### src/verilog/tinyv_defines.svh
// ==========================================================
// tinyv core sizing
// Data width, register count, trace buffer depth and
// retirement order counter width
// ==========================================================
`ifndef TINYV_DEFINES_SVH
`define TINYV_DEFINES_SVH

// Data and address width
`define TINYV_XLEN 32

// Architectural registers, x0 hardwired to zero
`define TINYV_NREGS 32

// Trace FIFO entries, power of two
`define TINYV_TRACE_DEPTH 4

`define TINYV_ORDER_W 32

`endif

### src/verilog/tinyv_core_pkg.sv
// ==========================================================
// tinyv core package
// Opcode and funct encodings, internal ALU operation codes
// and the instruction word union
// ==========================================================
package tinyv_core_pkg;

  // Major opcodes
  localparam logic [6:0] OPC_OP     = 7'b0110011;
  localparam logic [6:0] OPC_OP_IMM = 7'b0010011;
  localparam logic [6:0] OPC_LUI    = 7'b0110111;
  localparam logic [6:0] OPC_BRANCH = 7'b1100011;

  // Function fields
  localparam logic [2:0] F3_ADD = 3'b000;
  localparam logic [2:0] F3_XOR = 3'b100;
  localparam logic [2:0] F3_BEQ = 3'b000;
  localparam logic [6:0] F7_SUB = 7'b0100000;

  // Operation selected by decode, carried to execute
  localparam int unsigned OP_W = 3;
  localparam logic [OP_W-1:0] ALU_ADDI = 3'd0;
  localparam logic [OP_W-1:0] ALU_ADD  = 3'd1;
  localparam logic [OP_W-1:0] ALU_SUB  = 3'd2;
  localparam logic [OP_W-1:0] ALU_XOR  = 3'd3;
  localparam logic [OP_W-1:0] ALU_LUI  = 3'd4;

  // One instruction word, read as R-type or I-type
  typedef union packed {
    struct packed {
      logic [6:0] funct7;
      logic [4:0] rs2;
      logic [4:0] rs1;
      logic [2:0] funct3;
      logic [4:0] rd;
      logic [6:0] opcode;
    } r;
    struct packed {
      logic [11:0] imm;
      logic [4:0]  rs1;
      logic [2:0]  funct3;
      logic [4:0]  rd;
      logic [6:0]  opcode;
    } i;
  } instr_u;

endpackage

### src/verilog/tinyv_trace_pkg.sv
// ==========================================================
// tinyv trace package
// Trap cause codes carried in each retirement record
// ==========================================================
package tinyv_trace_pkg;

  localparam int unsigned CAUSE_W = 2;

  // Normal retirement
  localparam logic [CAUSE_W-1:0] CAUSE_NONE      = 2'd0;
  // Encoding outside the supported subset
  localparam logic [CAUSE_W-1:0] CAUSE_ILLEGAL   = 2'd1;
  // Instruction bus returned an error
  localparam logic [CAUSE_W-1:0] CAUSE_FETCH_ERR = 2'd2;

endpackage

### src/verilog/tinyv_fetch.sv
// ==========================================================
// tinyv fetch stage
// Program counter and req/gnt/rvalid instruction fetch
// ==========================================================
`timescale 1ns/1ns
`include "tinyv_defines.svh"

module tinyv_fetch (
  input  logic                   clk_i,
  input  logic                   rst_n_i,
  input  logic                   fetch_enable_i,
  input  logic [`TINYV_XLEN-1:0] boot_addr_i,
  output logic                   instr_req_o,
  output logic [`TINYV_XLEN-1:0] instr_addr_o,
  input  logic                   instr_gnt_i,
  input  logic                   instr_rvalid_i,
  input  logic [31:0]            instr_rdata_i,
  input  logic                   instr_err_i,
  input  logic                   redirect_i,
  input  logic [`TINYV_XLEN-1:0] redirect_pc_i,
  output logic                   valid_o,
  output logic [`TINYV_XLEN-1:0] pc_o,
  output logic [31:0]            insn_o,
  output logic                   err_o
);

  localparam logic [1:0] S_IDLE = 2'd0;
  localparam logic [1:0] S_REQ  = 2'd1;
  localparam logic [1:0] S_WAIT = 2'd2;

  logic [1:0]            state_q;
  logic                  boot_q;
  logic                  ready_q;
  logic                  valid_q;
  logic [`TINYV_XLEN-1:0] pc_q;
  logic [31:0]           insn_q;
  logic                  err_q;
  logic                  start;

  // Leave idle once a pc is ready and fetching is allowed
  assign start = fetch_enable_i && (ready_q || redirect_i);

  always_ff @(posedge clk_i or negedge rst_n_i) begin
    if (!rst_n_i) begin
      state_q <= S_IDLE;
      boot_q  <= 1'b1;
      ready_q <= 1'b1;
      valid_q <= 1'b0;
    end else begin
      valid_q <= 1'b0;
      case (state_q)
        S_IDLE: begin
          if (redirect_i) begin
            ready_q <= 1'b1;
          end
          if (start) begin
            state_q <= S_REQ;
            ready_q <= 1'b0;
            boot_q  <= 1'b0;
          end
        end
        S_REQ: begin
          if (instr_gnt_i) begin
            state_q <= S_WAIT;
          end
        end
        S_WAIT: begin
          if (instr_rvalid_i) begin
            valid_q <= 1'b1;
            state_q <= S_IDLE;
          end
        end
        default: state_q <= S_IDLE;
      endcase
    end
  end

  // PC and fetched word
  always_ff @(posedge clk_i) begin
    if (state_q == S_IDLE && boot_q) begin
      pc_q <= boot_addr_i;
    end else if (state_q == S_IDLE && redirect_i) begin
      pc_q <= redirect_pc_i;
    end
    if (state_q == S_WAIT && instr_rvalid_i) begin
      insn_q <= instr_rdata_i;
      err_q  <= instr_err_i;
    end
  end

  assign instr_req_o  = (state_q == S_REQ);
  assign instr_addr_o = pc_q;
  assign valid_o      = valid_q;
  assign pc_o         = pc_q;
  assign insn_o       = insn_q;
  assign err_o        = err_q;

endmodule

### src/verilog/tinyv_decode.sv
// ==========================================================
// tinyv decode stage
// Registered decode of one instruction into ALU, writeback
// and branch controls with its immediate
// ==========================================================
`timescale 1ns/1ns
`include "tinyv_defines.svh"

module tinyv_decode (
  input  logic                          clk_i,
  input  logic                          rst_n_i,
  input  logic                          valid_i,
  input  logic [`TINYV_XLEN-1:0]        pc_i,
  input  logic [31:0]                   insn_i,
  input  logic                          err_i,
  output logic                          valid_o,
  output logic [`TINYV_XLEN-1:0]        pc_o,
  output logic [31:0]                   insn_o,
  output logic [tinyv_core_pkg::OP_W-1:0] op_o,
  output logic [4:0]                    rd_o,
  output logic [4:0]                    rs1_o,
  output logic [4:0]                    rs2_o,
  output logic [`TINYV_XLEN-1:0]        imm_o,
  output logic                          we_o,
  output logic                          branch_o,
  output logic                          illegal_o,
  output logic                          err_o
);

  tinyv_core_pkg::instr_u          insn;
  logic [tinyv_core_pkg::OP_W-1:0] op_d;
  logic [`TINYV_XLEN-1:0]          imm_d;
  logic                            we_d;
  logic                            branch_d;
  logic                            illegal_d;

  assign insn = insn_i;

  always_comb begin
    op_d      = tinyv_core_pkg::ALU_ADD;
    imm_d     = {{(`TINYV_XLEN-12){insn.i.imm[11]}}, insn.i.imm};
    we_d      = 1'b0;
    branch_d  = 1'b0;
    illegal_d = 1'b0;
    case (insn.r.opcode)
      tinyv_core_pkg::OPC_OP_IMM: begin
        op_d      = tinyv_core_pkg::ALU_ADDI;
        we_d      = (insn.i.funct3 == tinyv_core_pkg::F3_ADD);
        illegal_d = !we_d;
      end
      tinyv_core_pkg::OPC_OP: begin
        we_d = 1'b1;
        if (insn.r.funct7 == 7'd0 && insn.r.funct3 == tinyv_core_pkg::F3_ADD) begin
          op_d = tinyv_core_pkg::ALU_ADD;
        end else if (insn.r.funct7 == tinyv_core_pkg::F7_SUB &&
                     insn.r.funct3 == tinyv_core_pkg::F3_ADD) begin
          op_d = tinyv_core_pkg::ALU_SUB;
        end else if (insn.r.funct7 == 7'd0 && insn.r.funct3 == tinyv_core_pkg::F3_XOR) begin
          op_d = tinyv_core_pkg::ALU_XOR;
        end else begin
          we_d      = 1'b0;
          illegal_d = 1'b1;
        end
      end
      tinyv_core_pkg::OPC_LUI: begin
        op_d  = tinyv_core_pkg::ALU_LUI;
        imm_d = {insn_i[31:12], 12'd0};
        we_d  = 1'b1;
      end
      tinyv_core_pkg::OPC_BRANCH: begin
        // B-type offset, scattered across the word
        op_d      = tinyv_core_pkg::ALU_SUB;
        imm_d     = {{(`TINYV_XLEN-12){insn_i[31]}}, insn_i[7], insn_i[30:25],
                     insn_i[11:8], 1'b0};
        branch_d  = (insn.r.funct3 == tinyv_core_pkg::F3_BEQ);
        illegal_d = !branch_d;
      end
      default: illegal_d = 1'b1;
    endcase
  end

  always_ff @(posedge clk_i or negedge rst_n_i) begin
    if (!rst_n_i) begin
      valid_o <= 1'b0;
    end else begin
      valid_o <= valid_i;
    end
  end

  always_ff @(posedge clk_i) begin
    if (valid_i) begin
      pc_o      <= pc_i;
      insn_o    <= insn_i;
      op_o      <= op_d;
      rd_o      <= insn.r.rd;
      rs1_o     <= insn.r.rs1;
      rs2_o     <= insn.r.rs2;
      imm_o     <= imm_d;
      we_o      <= we_d;
      branch_o  <= branch_d;
      illegal_o <= illegal_d;
      err_o     <= err_i;
    end
  end

endmodule

### src/verilog/tinyv_execute.sv
// ==========================================================
// tinyv execute stage
// Register file, ALU, branch resolution and the retirement
// record handed to the tracer
// ==========================================================
`timescale 1ns/1ns
`include "tinyv_defines.svh"

module tinyv_execute (
  input  logic                             clk_i,
  input  logic                             rst_n_i,
  input  logic                             valid_i,
  input  logic [`TINYV_XLEN-1:0]           pc_i,
  input  logic [31:0]                      insn_i,
  input  logic [tinyv_core_pkg::OP_W-1:0]  op_i,
  input  logic [4:0]                       rd_i,
  input  logic [4:0]                       rs1_i,
  input  logic [4:0]                       rs2_i,
  input  logic [`TINYV_XLEN-1:0]           imm_i,
  input  logic                             we_i,
  input  logic                             branch_i,
  input  logic                             illegal_i,
  input  logic                             err_i,
  input  logic                             rec_ready_i,
  output logic                             rec_valid_o,
  output logic [`TINYV_XLEN-1:0]           rec_pc_o,
  output logic [31:0]                      rec_insn_o,
  output logic [4:0]                       rec_rd_o,
  output logic [`TINYV_XLEN-1:0]           rec_wdata_o,
  output logic [`TINYV_XLEN-1:0]           rec_next_pc_o,
  output logic [tinyv_trace_pkg::CAUSE_W-1:0] rec_cause_o,
  output logic                             done_o,
  output logic [`TINYV_XLEN-1:0]           next_pc_o
);

  logic [`TINYV_XLEN-1:0] rf_q [`TINYV_NREGS];
  logic [`TINYV_XLEN-1:0] op_a;
  logic [`TINYV_XLEN-1:0] op_b;
  logic [`TINYV_XLEN-1:0] result;
  logic [`TINYV_XLEN-1:0] next_pc;
  logic [tinyv_trace_pkg::CAUSE_W-1:0] cause;
  logic                   wr;

  // x0 reads as zero whatever was stored
  assign op_a = (rs1_i == 5'd0) ? '0 : rf_q[rs1_i];
  assign op_b = (rs2_i == 5'd0) ? '0 : rf_q[rs2_i];

  always_comb begin
    case (op_i)
      tinyv_core_pkg::ALU_ADDI: result = op_a + imm_i;
      tinyv_core_pkg::ALU_ADD:  result = op_a + op_b;
      tinyv_core_pkg::ALU_SUB:  result = op_a - op_b;
      tinyv_core_pkg::ALU_XOR:  result = op_a ^ op_b;
      tinyv_core_pkg::ALU_LUI:  result = imm_i;
      default:                  result = '0;
    endcase
  end

  // Fetch error outranks an illegal encoding
  assign cause = err_i     ? tinyv_trace_pkg::CAUSE_FETCH_ERR :
                 illegal_i ? tinyv_trace_pkg::CAUSE_ILLEGAL   :
                             tinyv_trace_pkg::CAUSE_NONE;

  assign wr      = we_i && (cause == tinyv_trace_pkg::CAUSE_NONE) && (rd_i != 5'd0);
  assign next_pc = (branch_i && (cause == tinyv_trace_pkg::CAUSE_NONE) && (op_a == op_b)) ?
                   pc_i + imm_i : pc_i + `TINYV_XLEN'd4;

  always_ff @(posedge clk_i or negedge rst_n_i) begin
    if (!rst_n_i) begin
      rec_valid_o <= 1'b0;
    end else if (valid_i) begin
      rec_valid_o <= 1'b1;
    end else if (rec_ready_i) begin
      rec_valid_o <= 1'b0;
    end
  end

  // Record held until the tracer takes it
  always_ff @(posedge clk_i) begin
    if (valid_i) begin
      rec_pc_o      <= pc_i;
      rec_insn_o    <= insn_i;
      rec_rd_o      <= wr ? rd_i : 5'd0;
      rec_wdata_o   <= wr ? result : '0;
      rec_next_pc_o <= next_pc;
      rec_cause_o   <= cause;
    end
  end

  // Writeback happens only once the record is accepted
  always_ff @(posedge clk_i) begin
    if (done_o && rec_rd_o != 5'd0) begin
      rf_q[rec_rd_o] <= rec_wdata_o;
    end
  end

  assign done_o    = rec_valid_o && rec_ready_i;
  assign next_pc_o = rec_next_pc_o;

endmodule

### src/verilog/tinyv_tracer.sv
// ==========================================================
// tinyv tracer
// Numbers retirement records, buffers them in a FIFO and
// streams them out under valid/ready
// ==========================================================
`timescale 1ns/1ns
`include "tinyv_defines.svh"

module tinyv_tracer (
  input  logic                                clk_i,
  input  logic                                rst_n_i,
  input  logic                                rec_valid_i,
  input  logic [`TINYV_XLEN-1:0]              rec_pc_i,
  input  logic [31:0]                         rec_insn_i,
  input  logic [4:0]                          rec_rd_i,
  input  logic [`TINYV_XLEN-1:0]              rec_wdata_i,
  input  logic [`TINYV_XLEN-1:0]              rec_next_pc_i,
  input  logic [tinyv_trace_pkg::CAUSE_W-1:0] rec_cause_i,
  output logic                                rec_ready_o,
  input  logic                                trace_ready_i,
  output logic                                trace_valid_o,
  output logic [`TINYV_ORDER_W-1:0]           trace_order_o,
  output logic [`TINYV_XLEN-1:0]              trace_pc_o,
  output logic [31:0]                         trace_insn_o,
  output logic [4:0]                          trace_rd_o,
  output logic [`TINYV_XLEN-1:0]              trace_wdata_o,
  output logic [`TINYV_XLEN-1:0]              trace_next_pc_o,
  output logic [tinyv_trace_pkg::CAUSE_W-1:0] trace_cause_o
);

  localparam int unsigned PTR_W = $clog2(`TINYV_TRACE_DEPTH);
  localparam int unsigned REC_W = `TINYV_ORDER_W + 3 * `TINYV_XLEN + 32 + 5 +
                                  tinyv_trace_pkg::CAUSE_W;

  logic [REC_W-1:0]          mem_q [`TINYV_TRACE_DEPTH];
  logic [PTR_W-1:0]          wr_ptr_q;
  logic [PTR_W-1:0]          rd_ptr_q;
  logic [PTR_W:0]            count_q;
  logic [`TINYV_ORDER_W-1:0] order_q;
  logic                      push;
  logic                      pop;

  assign rec_ready_o   = (count_q != (PTR_W+1)'(`TINYV_TRACE_DEPTH));
  assign trace_valid_o = (count_q != '0);
  assign push          = rec_valid_i && rec_ready_o;
  assign pop           = trace_valid_o && trace_ready_i;

  always_ff @(posedge clk_i or negedge rst_n_i) begin
    if (!rst_n_i) begin
      wr_ptr_q <= '0;
      rd_ptr_q <= '0;
      count_q  <= '0;
      order_q  <= '0;
    end else begin
      if (push) begin
        wr_ptr_q <= wr_ptr_q + 1'b1;
        order_q  <= order_q + 1'b1;
      end
      if (pop) begin
        rd_ptr_q <= rd_ptr_q + 1'b1;
      end
      count_q <= count_q + (PTR_W+1)'(push) - (PTR_W+1)'(pop);
    end
  end

  always_ff @(posedge clk_i) begin
    if (push) begin
      mem_q[wr_ptr_q] <= {order_q, rec_pc_i, rec_insn_i, rec_rd_i,
                          rec_wdata_i, rec_next_pc_i, rec_cause_i};
    end
  end

  // Head entry stays put until popped
  assign {trace_order_o, trace_pc_o, trace_insn_o, trace_rd_o,
          trace_wdata_o, trace_next_pc_o, trace_cause_o} = mem_q[rd_ptr_q];

endmodule

### src/verilog/tinyv_top_tracing.sv
// ==========================================================
// tinyv top level with tracing
// Fetch, decode, execute and tracer stages in one core
// ==========================================================
`timescale 1ns/1ns
`include "tinyv_defines.svh"

module tinyv_top_tracing (
  input  logic                                clk_i,
  input  logic                                rst_n_i,
  input  logic                                fetch_enable_i,
  input  logic [`TINYV_XLEN-1:0]              boot_addr_i,

  // Instruction memory interface
  output logic                                instr_req_o,
  input  logic                                instr_gnt_i,
  input  logic                                instr_rvalid_i,
  output logic [`TINYV_XLEN-1:0]              instr_addr_o,
  input  logic [31:0]                         instr_rdata_i,
  input  logic                                instr_err_i,

  // Trace stream
  input  logic                                trace_ready_i,
  output logic                                trace_valid_o,
  output logic [`TINYV_ORDER_W-1:0]           trace_order_o,
  output logic [`TINYV_XLEN-1:0]              trace_pc_o,
  output logic [31:0]                         trace_insn_o,
  output logic [4:0]                          trace_rd_o,
  output logic [`TINYV_XLEN-1:0]              trace_wdata_o,
  output logic [`TINYV_XLEN-1:0]              trace_next_pc_o,
  output logic [tinyv_trace_pkg::CAUSE_W-1:0] trace_cause_o
);

  logic                                f_valid;
  logic [`TINYV_XLEN-1:0]              f_pc;
  logic [31:0]                         f_insn;
  logic                                f_err;

  logic                                d_valid;
  logic [`TINYV_XLEN-1:0]              d_pc;
  logic [31:0]                         d_insn;
  logic [tinyv_core_pkg::OP_W-1:0]     d_op;
  logic [4:0]                          d_rd;
  logic [4:0]                          d_rs1;
  logic [4:0]                          d_rs2;
  logic [`TINYV_XLEN-1:0]              d_imm;
  logic                                d_we;
  logic                                d_branch;
  logic                                d_illegal;
  logic                                d_err;

  logic                                r_valid;
  logic                                r_ready;
  logic [`TINYV_XLEN-1:0]              r_pc;
  logic [31:0]                         r_insn;
  logic [4:0]                          r_rd;
  logic [`TINYV_XLEN-1:0]              r_wdata;
  logic [`TINYV_XLEN-1:0]              r_next_pc;
  logic [tinyv_trace_pkg::CAUSE_W-1:0] r_cause;

  // Retirement redirect back to fetch
  logic                                x_done;
  logic [`TINYV_XLEN-1:0]              x_next_pc;

  tinyv_fetch u_fetch (
    .clk_i,
    .rst_n_i,
    .fetch_enable_i,
    .boot_addr_i,
    .instr_req_o,
    .instr_addr_o,
    .instr_gnt_i,
    .instr_rvalid_i,
    .instr_rdata_i,
    .instr_err_i,
    .redirect_i    (x_done),
    .redirect_pc_i (x_next_pc),
    .valid_o       (f_valid),
    .pc_o          (f_pc),
    .insn_o        (f_insn),
    .err_o         (f_err)
  );

  tinyv_decode u_decode (
    .clk_i,
    .rst_n_i,
    .valid_i   (f_valid),
    .pc_i      (f_pc),
    .insn_i    (f_insn),
    .err_i     (f_err),
    .valid_o   (d_valid),
    .pc_o      (d_pc),
    .insn_o    (d_insn),
    .op_o      (d_op),
    .rd_o      (d_rd),
    .rs1_o     (d_rs1),
    .rs2_o     (d_rs2),
    .imm_o     (d_imm),
    .we_o      (d_we),
    .branch_o  (d_branch),
    .illegal_o (d_illegal),
    .err_o     (d_err)
  );

  tinyv_execute u_execute (
    .clk_i,
    .rst_n_i,
    .valid_i       (d_valid),
    .pc_i          (d_pc),
    .insn_i        (d_insn),
    .op_i          (d_op),
    .rd_i          (d_rd),
    .rs1_i         (d_rs1),
    .rs2_i         (d_rs2),
    .imm_i         (d_imm),
    .we_i          (d_we),
    .branch_i      (d_branch),
    .illegal_i     (d_illegal),
    .err_i         (d_err),
    .rec_ready_i   (r_ready),
    .rec_valid_o   (r_valid),
    .rec_pc_o      (r_pc),
    .rec_insn_o    (r_insn),
    .rec_rd_o      (r_rd),
    .rec_wdata_o   (r_wdata),
    .rec_next_pc_o (r_next_pc),
    .rec_cause_o   (r_cause),
    .done_o        (x_done),
    .next_pc_o     (x_next_pc)
  );

  tinyv_tracer u_tracer (
    .clk_i,
    .rst_n_i,
    .rec_valid_i   (r_valid),
    .rec_pc_i      (r_pc),
    .rec_insn_i    (r_insn),
    .rec_rd_i      (r_rd),
    .rec_wdata_i   (r_wdata),
    .rec_next_pc_i (r_next_pc),
    .rec_cause_i   (r_cause),
    .rec_ready_o   (r_ready),
    .trace_ready_i,
    .trace_valid_o,
    .trace_order_o,
    .trace_pc_o,
    .trace_insn_o,
    .trace_rd_o,
    .trace_wdata_o,
    .trace_next_pc_o,
    .trace_cause_o
  );

endmodule

### config.mk
export PLATFORM = sky130hd
export DESIGN_NAME = tinyv_top_tracing
export DESIGN_NICKNAME = d
export VERILOG_FILES = /design/src/verilog/tinyv_core_pkg.sv /design/src/verilog/tinyv_trace_pkg.sv /design/src/verilog/tinyv_fetch.sv /design/src/verilog/tinyv_decode.sv /design/src/verilog/tinyv_execute.sv /design/src/verilog/tinyv_tracer.sv /design/src/verilog/tinyv_top_tracing.sv
export VERILOG_INCLUDE_DIRS = /design/src /design/src/verilog
export SDC_FILE = /design/constraint.sdc
export NUM_CORES = 2
export LEC_CHECK = 0
export BUFFER_PORTS_ARGS = -buffer_cell sky130_fd_sc_hd__buf_2
export CORE_MARGIN = 2
export CORE_UTILIZATION = 28
export CTS_BUF_LIST = sky130_fd_sc_hd__clkbuf_16
export DETAILED_ROUTE_END_ITERATION = 16
export PLACE_DENSITY_LB_ADDON = 0.2
export SYNTH_ARGS = -nofsm -noshare
export SYNTH_HDL_FRONTEND = slang
export SYNTH_SLANG_ARGS = --single-unit
### constraint.sdc
create_clock -name clk_i -period 9.1 [get_ports clk_i]
set_input_delay 1.82 -clock clk_i [delete_from_list [all_inputs] [get_ports clk_i]]
set_output_delay 1.82 -clock clk_i [all_outputs]
set_load 0.01 [all_outputs]
==> results.cfg <==
[timing]
slew_headroom = 0.113
slew_viol_final = 0
worstMarginPinSlew_ns = 1.33
fmax_ghz = 0.153
fin_worst_skew_ns = 0.0704
finalCritPeriodShare = 0.720
rsz0062_at_grt = no
fin_tns_setup_ns = 0
setup_ws_ns = 2.55
setup_viol = 0
min_period_ns = 6.55
hold_viol_final = 0

[layout]
seq_area_um2 = 61300
multi_input_area_um2 = 28000
layout-drive-gt1-share = 0.330
n_fill_cell = 30400
nNetsFinal = 5106
flow.area_growth_from_synthesis_pct = 16.5
fin_cells = 9441
utilization = 0.327

[logic_synthesis]
syn_area_um2 = 90000
syn-instance-count = 4522
synth_seq_cells = 2050
ys_warn_count = 0
ys_top_cells_by_count = edfxtp_1, mux4_2, nor2_1, nand2_1, clkbuf_1
synth_compound_area_frac = 0.0306
synth_ff_type = edfxtp_1
synthAdderAreaFrac = 0.0149
synth_mux_area_frac = 0.216
synth_top_area_cell = edfxtp_1
yosysTopAreaCellShare = 0.666
yosys.area_share.simple = 0.0322
synth-xor-area-share = 0.0123
syn_avg_cell_area_um2 = 19.9
synth_cell_types = 83
synth_edf_count = 1994
async_reset_ff_frac = 0.0224
synth.area.top_cells = edfxtp_1, mux4_2, ha_1
synth.most_common_cell = edfxtp_1
synth_top_family_by_area = multiplexers
yosysSeqAreaShare = 0.681

[min_path]
min-delay-start = u_decode.insn_o[30]
min_path_cells = 0
worstHoldEndpoint = u_execute.rec_insn_o[30]
hp-class = reg -> reg

[placed_design]
port_buffers = 271
dp_hpwl_um = 166000
preCtsSetupSlack_ns = 2.53
place_congestion = 0.879
place_inst = 9010

[power]
p_comb_frac = 0.283
ir_drop_uv = 197
p_switching_mw = 9.19
p_per_area_nw_per_um2 = 276
p_seq_frac = 0.404
report.power.total_mw = 29.0
p_int_mw = 19.8
power_leakage_nw = 33.5
swShare = 0.317
pwr-share-clk = 0.313

[route]
dr.pass1.iters = 6
wirelength_um = 279000
drt-initial-drc-count = 4707
drc_errors = 0
vias = 48200
antenna_left = 0
vias_per_cell = 5.11
wire_per_inst_um = 29.5

[critical_path]
crit_arrival_ns = 7.18
cp.required_ns = 9.73
reg2reg_to = u_execute.next_pc_o[24]
path_class = reg -> reg
crit_family = simple AND/OR/NAND/NOR gates
crit_fanout = 41
r2r.worst_path.cells = 12
cp_num_buf_inv = 1
path_cells = buf_12 -> mux4_2 -> mux4_2 -> mux2i_1 -> nor2_1 -> ha_1 -> nand2_1 -> nor4_1 -> nand3_1 -> nor2_4 -> o2111ai_1 -> o21a_1
endpoint_kind = register
r2r_slack_ns = 2.55
cp_slowest_stage_delay_ns = 0.94
crit_top_cell = mux4_2
crit_path_top_delay_cell = nor2_4
startpoint_type = register

[global_route]
grt_pass1_wl_um = 389000
track_usage = 0.169
grt_max_degree = 109
grt_pass1_vias = 48800
antenna_found_initial = 28
grt-ovfl-total = 0

[floorplanning]
die_x_um = 571
die_area_um2 = 326000
core_um2 = 320000
io_pins = 272
die_y_um = 571
fp-row-count = 208
start_util = 0.281

[run]
drv_cap = 0

[status]
status = finished clean

[clock_tree]
cts_sinks = 2050
post_cts_buffers = 0
clkTransAtPathRegs_ns = 0.06
cts_hold_buf = 0
cts_tree = done
cts_made_buffers = 222
cts_htree_levels = 4
cts_resized = 0
max-clock-path-buffers = 3
clock_latency_ns = 0.89
clockRootBuffer = clkbuf_16
-- sequential cells by signal, summed over array words and instances (netlist names), 32 cells and up, named ones only --
register and cells:
u_tracer.order_q 32, u_execute.rec_wdata_o 32, u_execute.rec_pc_o 32, u_decode.imm_o 32
u_fetch.instr_addr_o 32, u_tracer.mem_q 668, u_fetch.insn_o 32, u_decode.pc_o 32
u_execute.rf_q 1024, u_execute.next_pc_o 32, u_execute.rec_insn_o 32
-- power by group through the flow --
stage               registers, mW  clock network (mW)  logic (mW)
global placement             11.9                   0        8.32
detailed placement           11.9                   0        8.27
floorplan                    11.5                   0        5.59
finish                       11.7                9.08        8.21
global route                 11.8                9.66        8.83
CTS                          11.7                9.32        8.30
-- how the worst max path moves through the flow --
| stage | startpoint | endpoint | cells past startpoint |
|---|---|---|---|
| after detailed placement | register | u_execute.next_pc_o[24] | 12 |
| after global routing | register | u_execute.rec_wdata_o[30] | 17 |
| after floorplan | u_tracer.count_q[2] | u_tracer.mem_q[0][0] | 5 |
| after global placement | register | u_execute.rec_wdata_o[28] | 17 |
| final | register | u_execute.next_pc_o[24] | 12 |
| after CTS | register | u_execute.next_pc_o[24] | 12 |
-- kinds of logic (layout without fill, tap and decap cells) --
logic type / count (synthesis) / count (layout)
AO/OA/AOI/OAI: 417 / 417
AND/OR/NAND/NOR: 602 / 602
multiplexers: 929 / 929
other: 1 / 45
XOR/XNOR: 126 / 126
buffers and inverters: 292 / 862
flip-flops: 2050 / 2050
adder cells (fa/ha/maj): 105 / 105
-- layer usage --
layer | wire (um) | GRT usage
met1 | 121000 | 0.234
met2 | 133000 | 0.274
met3 | 17700 | 0.0290
met4 | 6490 | 0.0433
met5 | 37 | 0
-- stage by stage --
stage / hold slack (ns) / instance area, um2
after floorplan: 0.400 / 90100
after global placement: 0.401 / 97400
after detailed placement: 0.405 / 97400
after CTS: 0.415 / 105000
after global routing: 0.425 / 105000
final: 0.411 / 105000
-- cells in the final DEF, fill, tap and decap left out, types with 15 or more instances in the layout --
cell type | netlist | final
edfxtp_1 | 1994 | 1994
buf_4 | 2 | 113
ha_1 | 101 | 101
and3_1 | 17 | 17
and2_1 | 24 | 20
conb_1 | 1 | 32
nor3_1 | 31 | 29
nor2b_1 | 26 | 23
clkinv_1 | 1 | 58
nand4_1 | 29 | 29
clkinv_2 | 0 | 47
buf_12 | 0 | 19
a21o_1 | 57 | 57
a21oi_1 | 103 | 103
o21a_1 | 19 | 19
clkbuf_16 | 0 | 224
mux4_2 | 805 | 805
bufinv_16 | 0 | 25
mux2i_1 | 44 | 44
nor2_4 | 0 | 33
o21ai_0 | 93 | 93
dfrtp_1 | 44 | 40
mux2_2 | 80 | 80
nand2b_1 | 17 | 17
nand3_1 | 54 | 54
nand2_1 | 163 | 162
xor2_1 | 42 | 42
inv_1 | 40 | 75
buf_2 | 31 | 271
o21bai_1 | 15 | 15
xnor2_1 | 83 | 83
nor2_1 | 173 | 140
-- cell type report --
class / count / area share
Clock buffer: 224 / 0.0535
Clock inverter: 193 / 0.0168
Inverter: 41 / 0.00147
Antenna cell: 13 / 0.000310
Multi-Input combinational cell: 2211 / 0.267
Timing Repair Buffer: 404 / 0.0249
Tap cell: 4305 / 0.0514
Sequential cell: 2050 / 0.585
-- worst reg2reg max path, delay by kind of cell (launching register included) --
kind	cells	cell delay, ns
AOI/OAI and AO/OA	2	0.46
adders and majority gates	1	0.43
buffers and inverters	1	0.43
DFF	1	0.82
muxes	3	1.50
and+or+nand+nor	5	2.68
No activity file was read; power rests on OpenSTA's default activity.
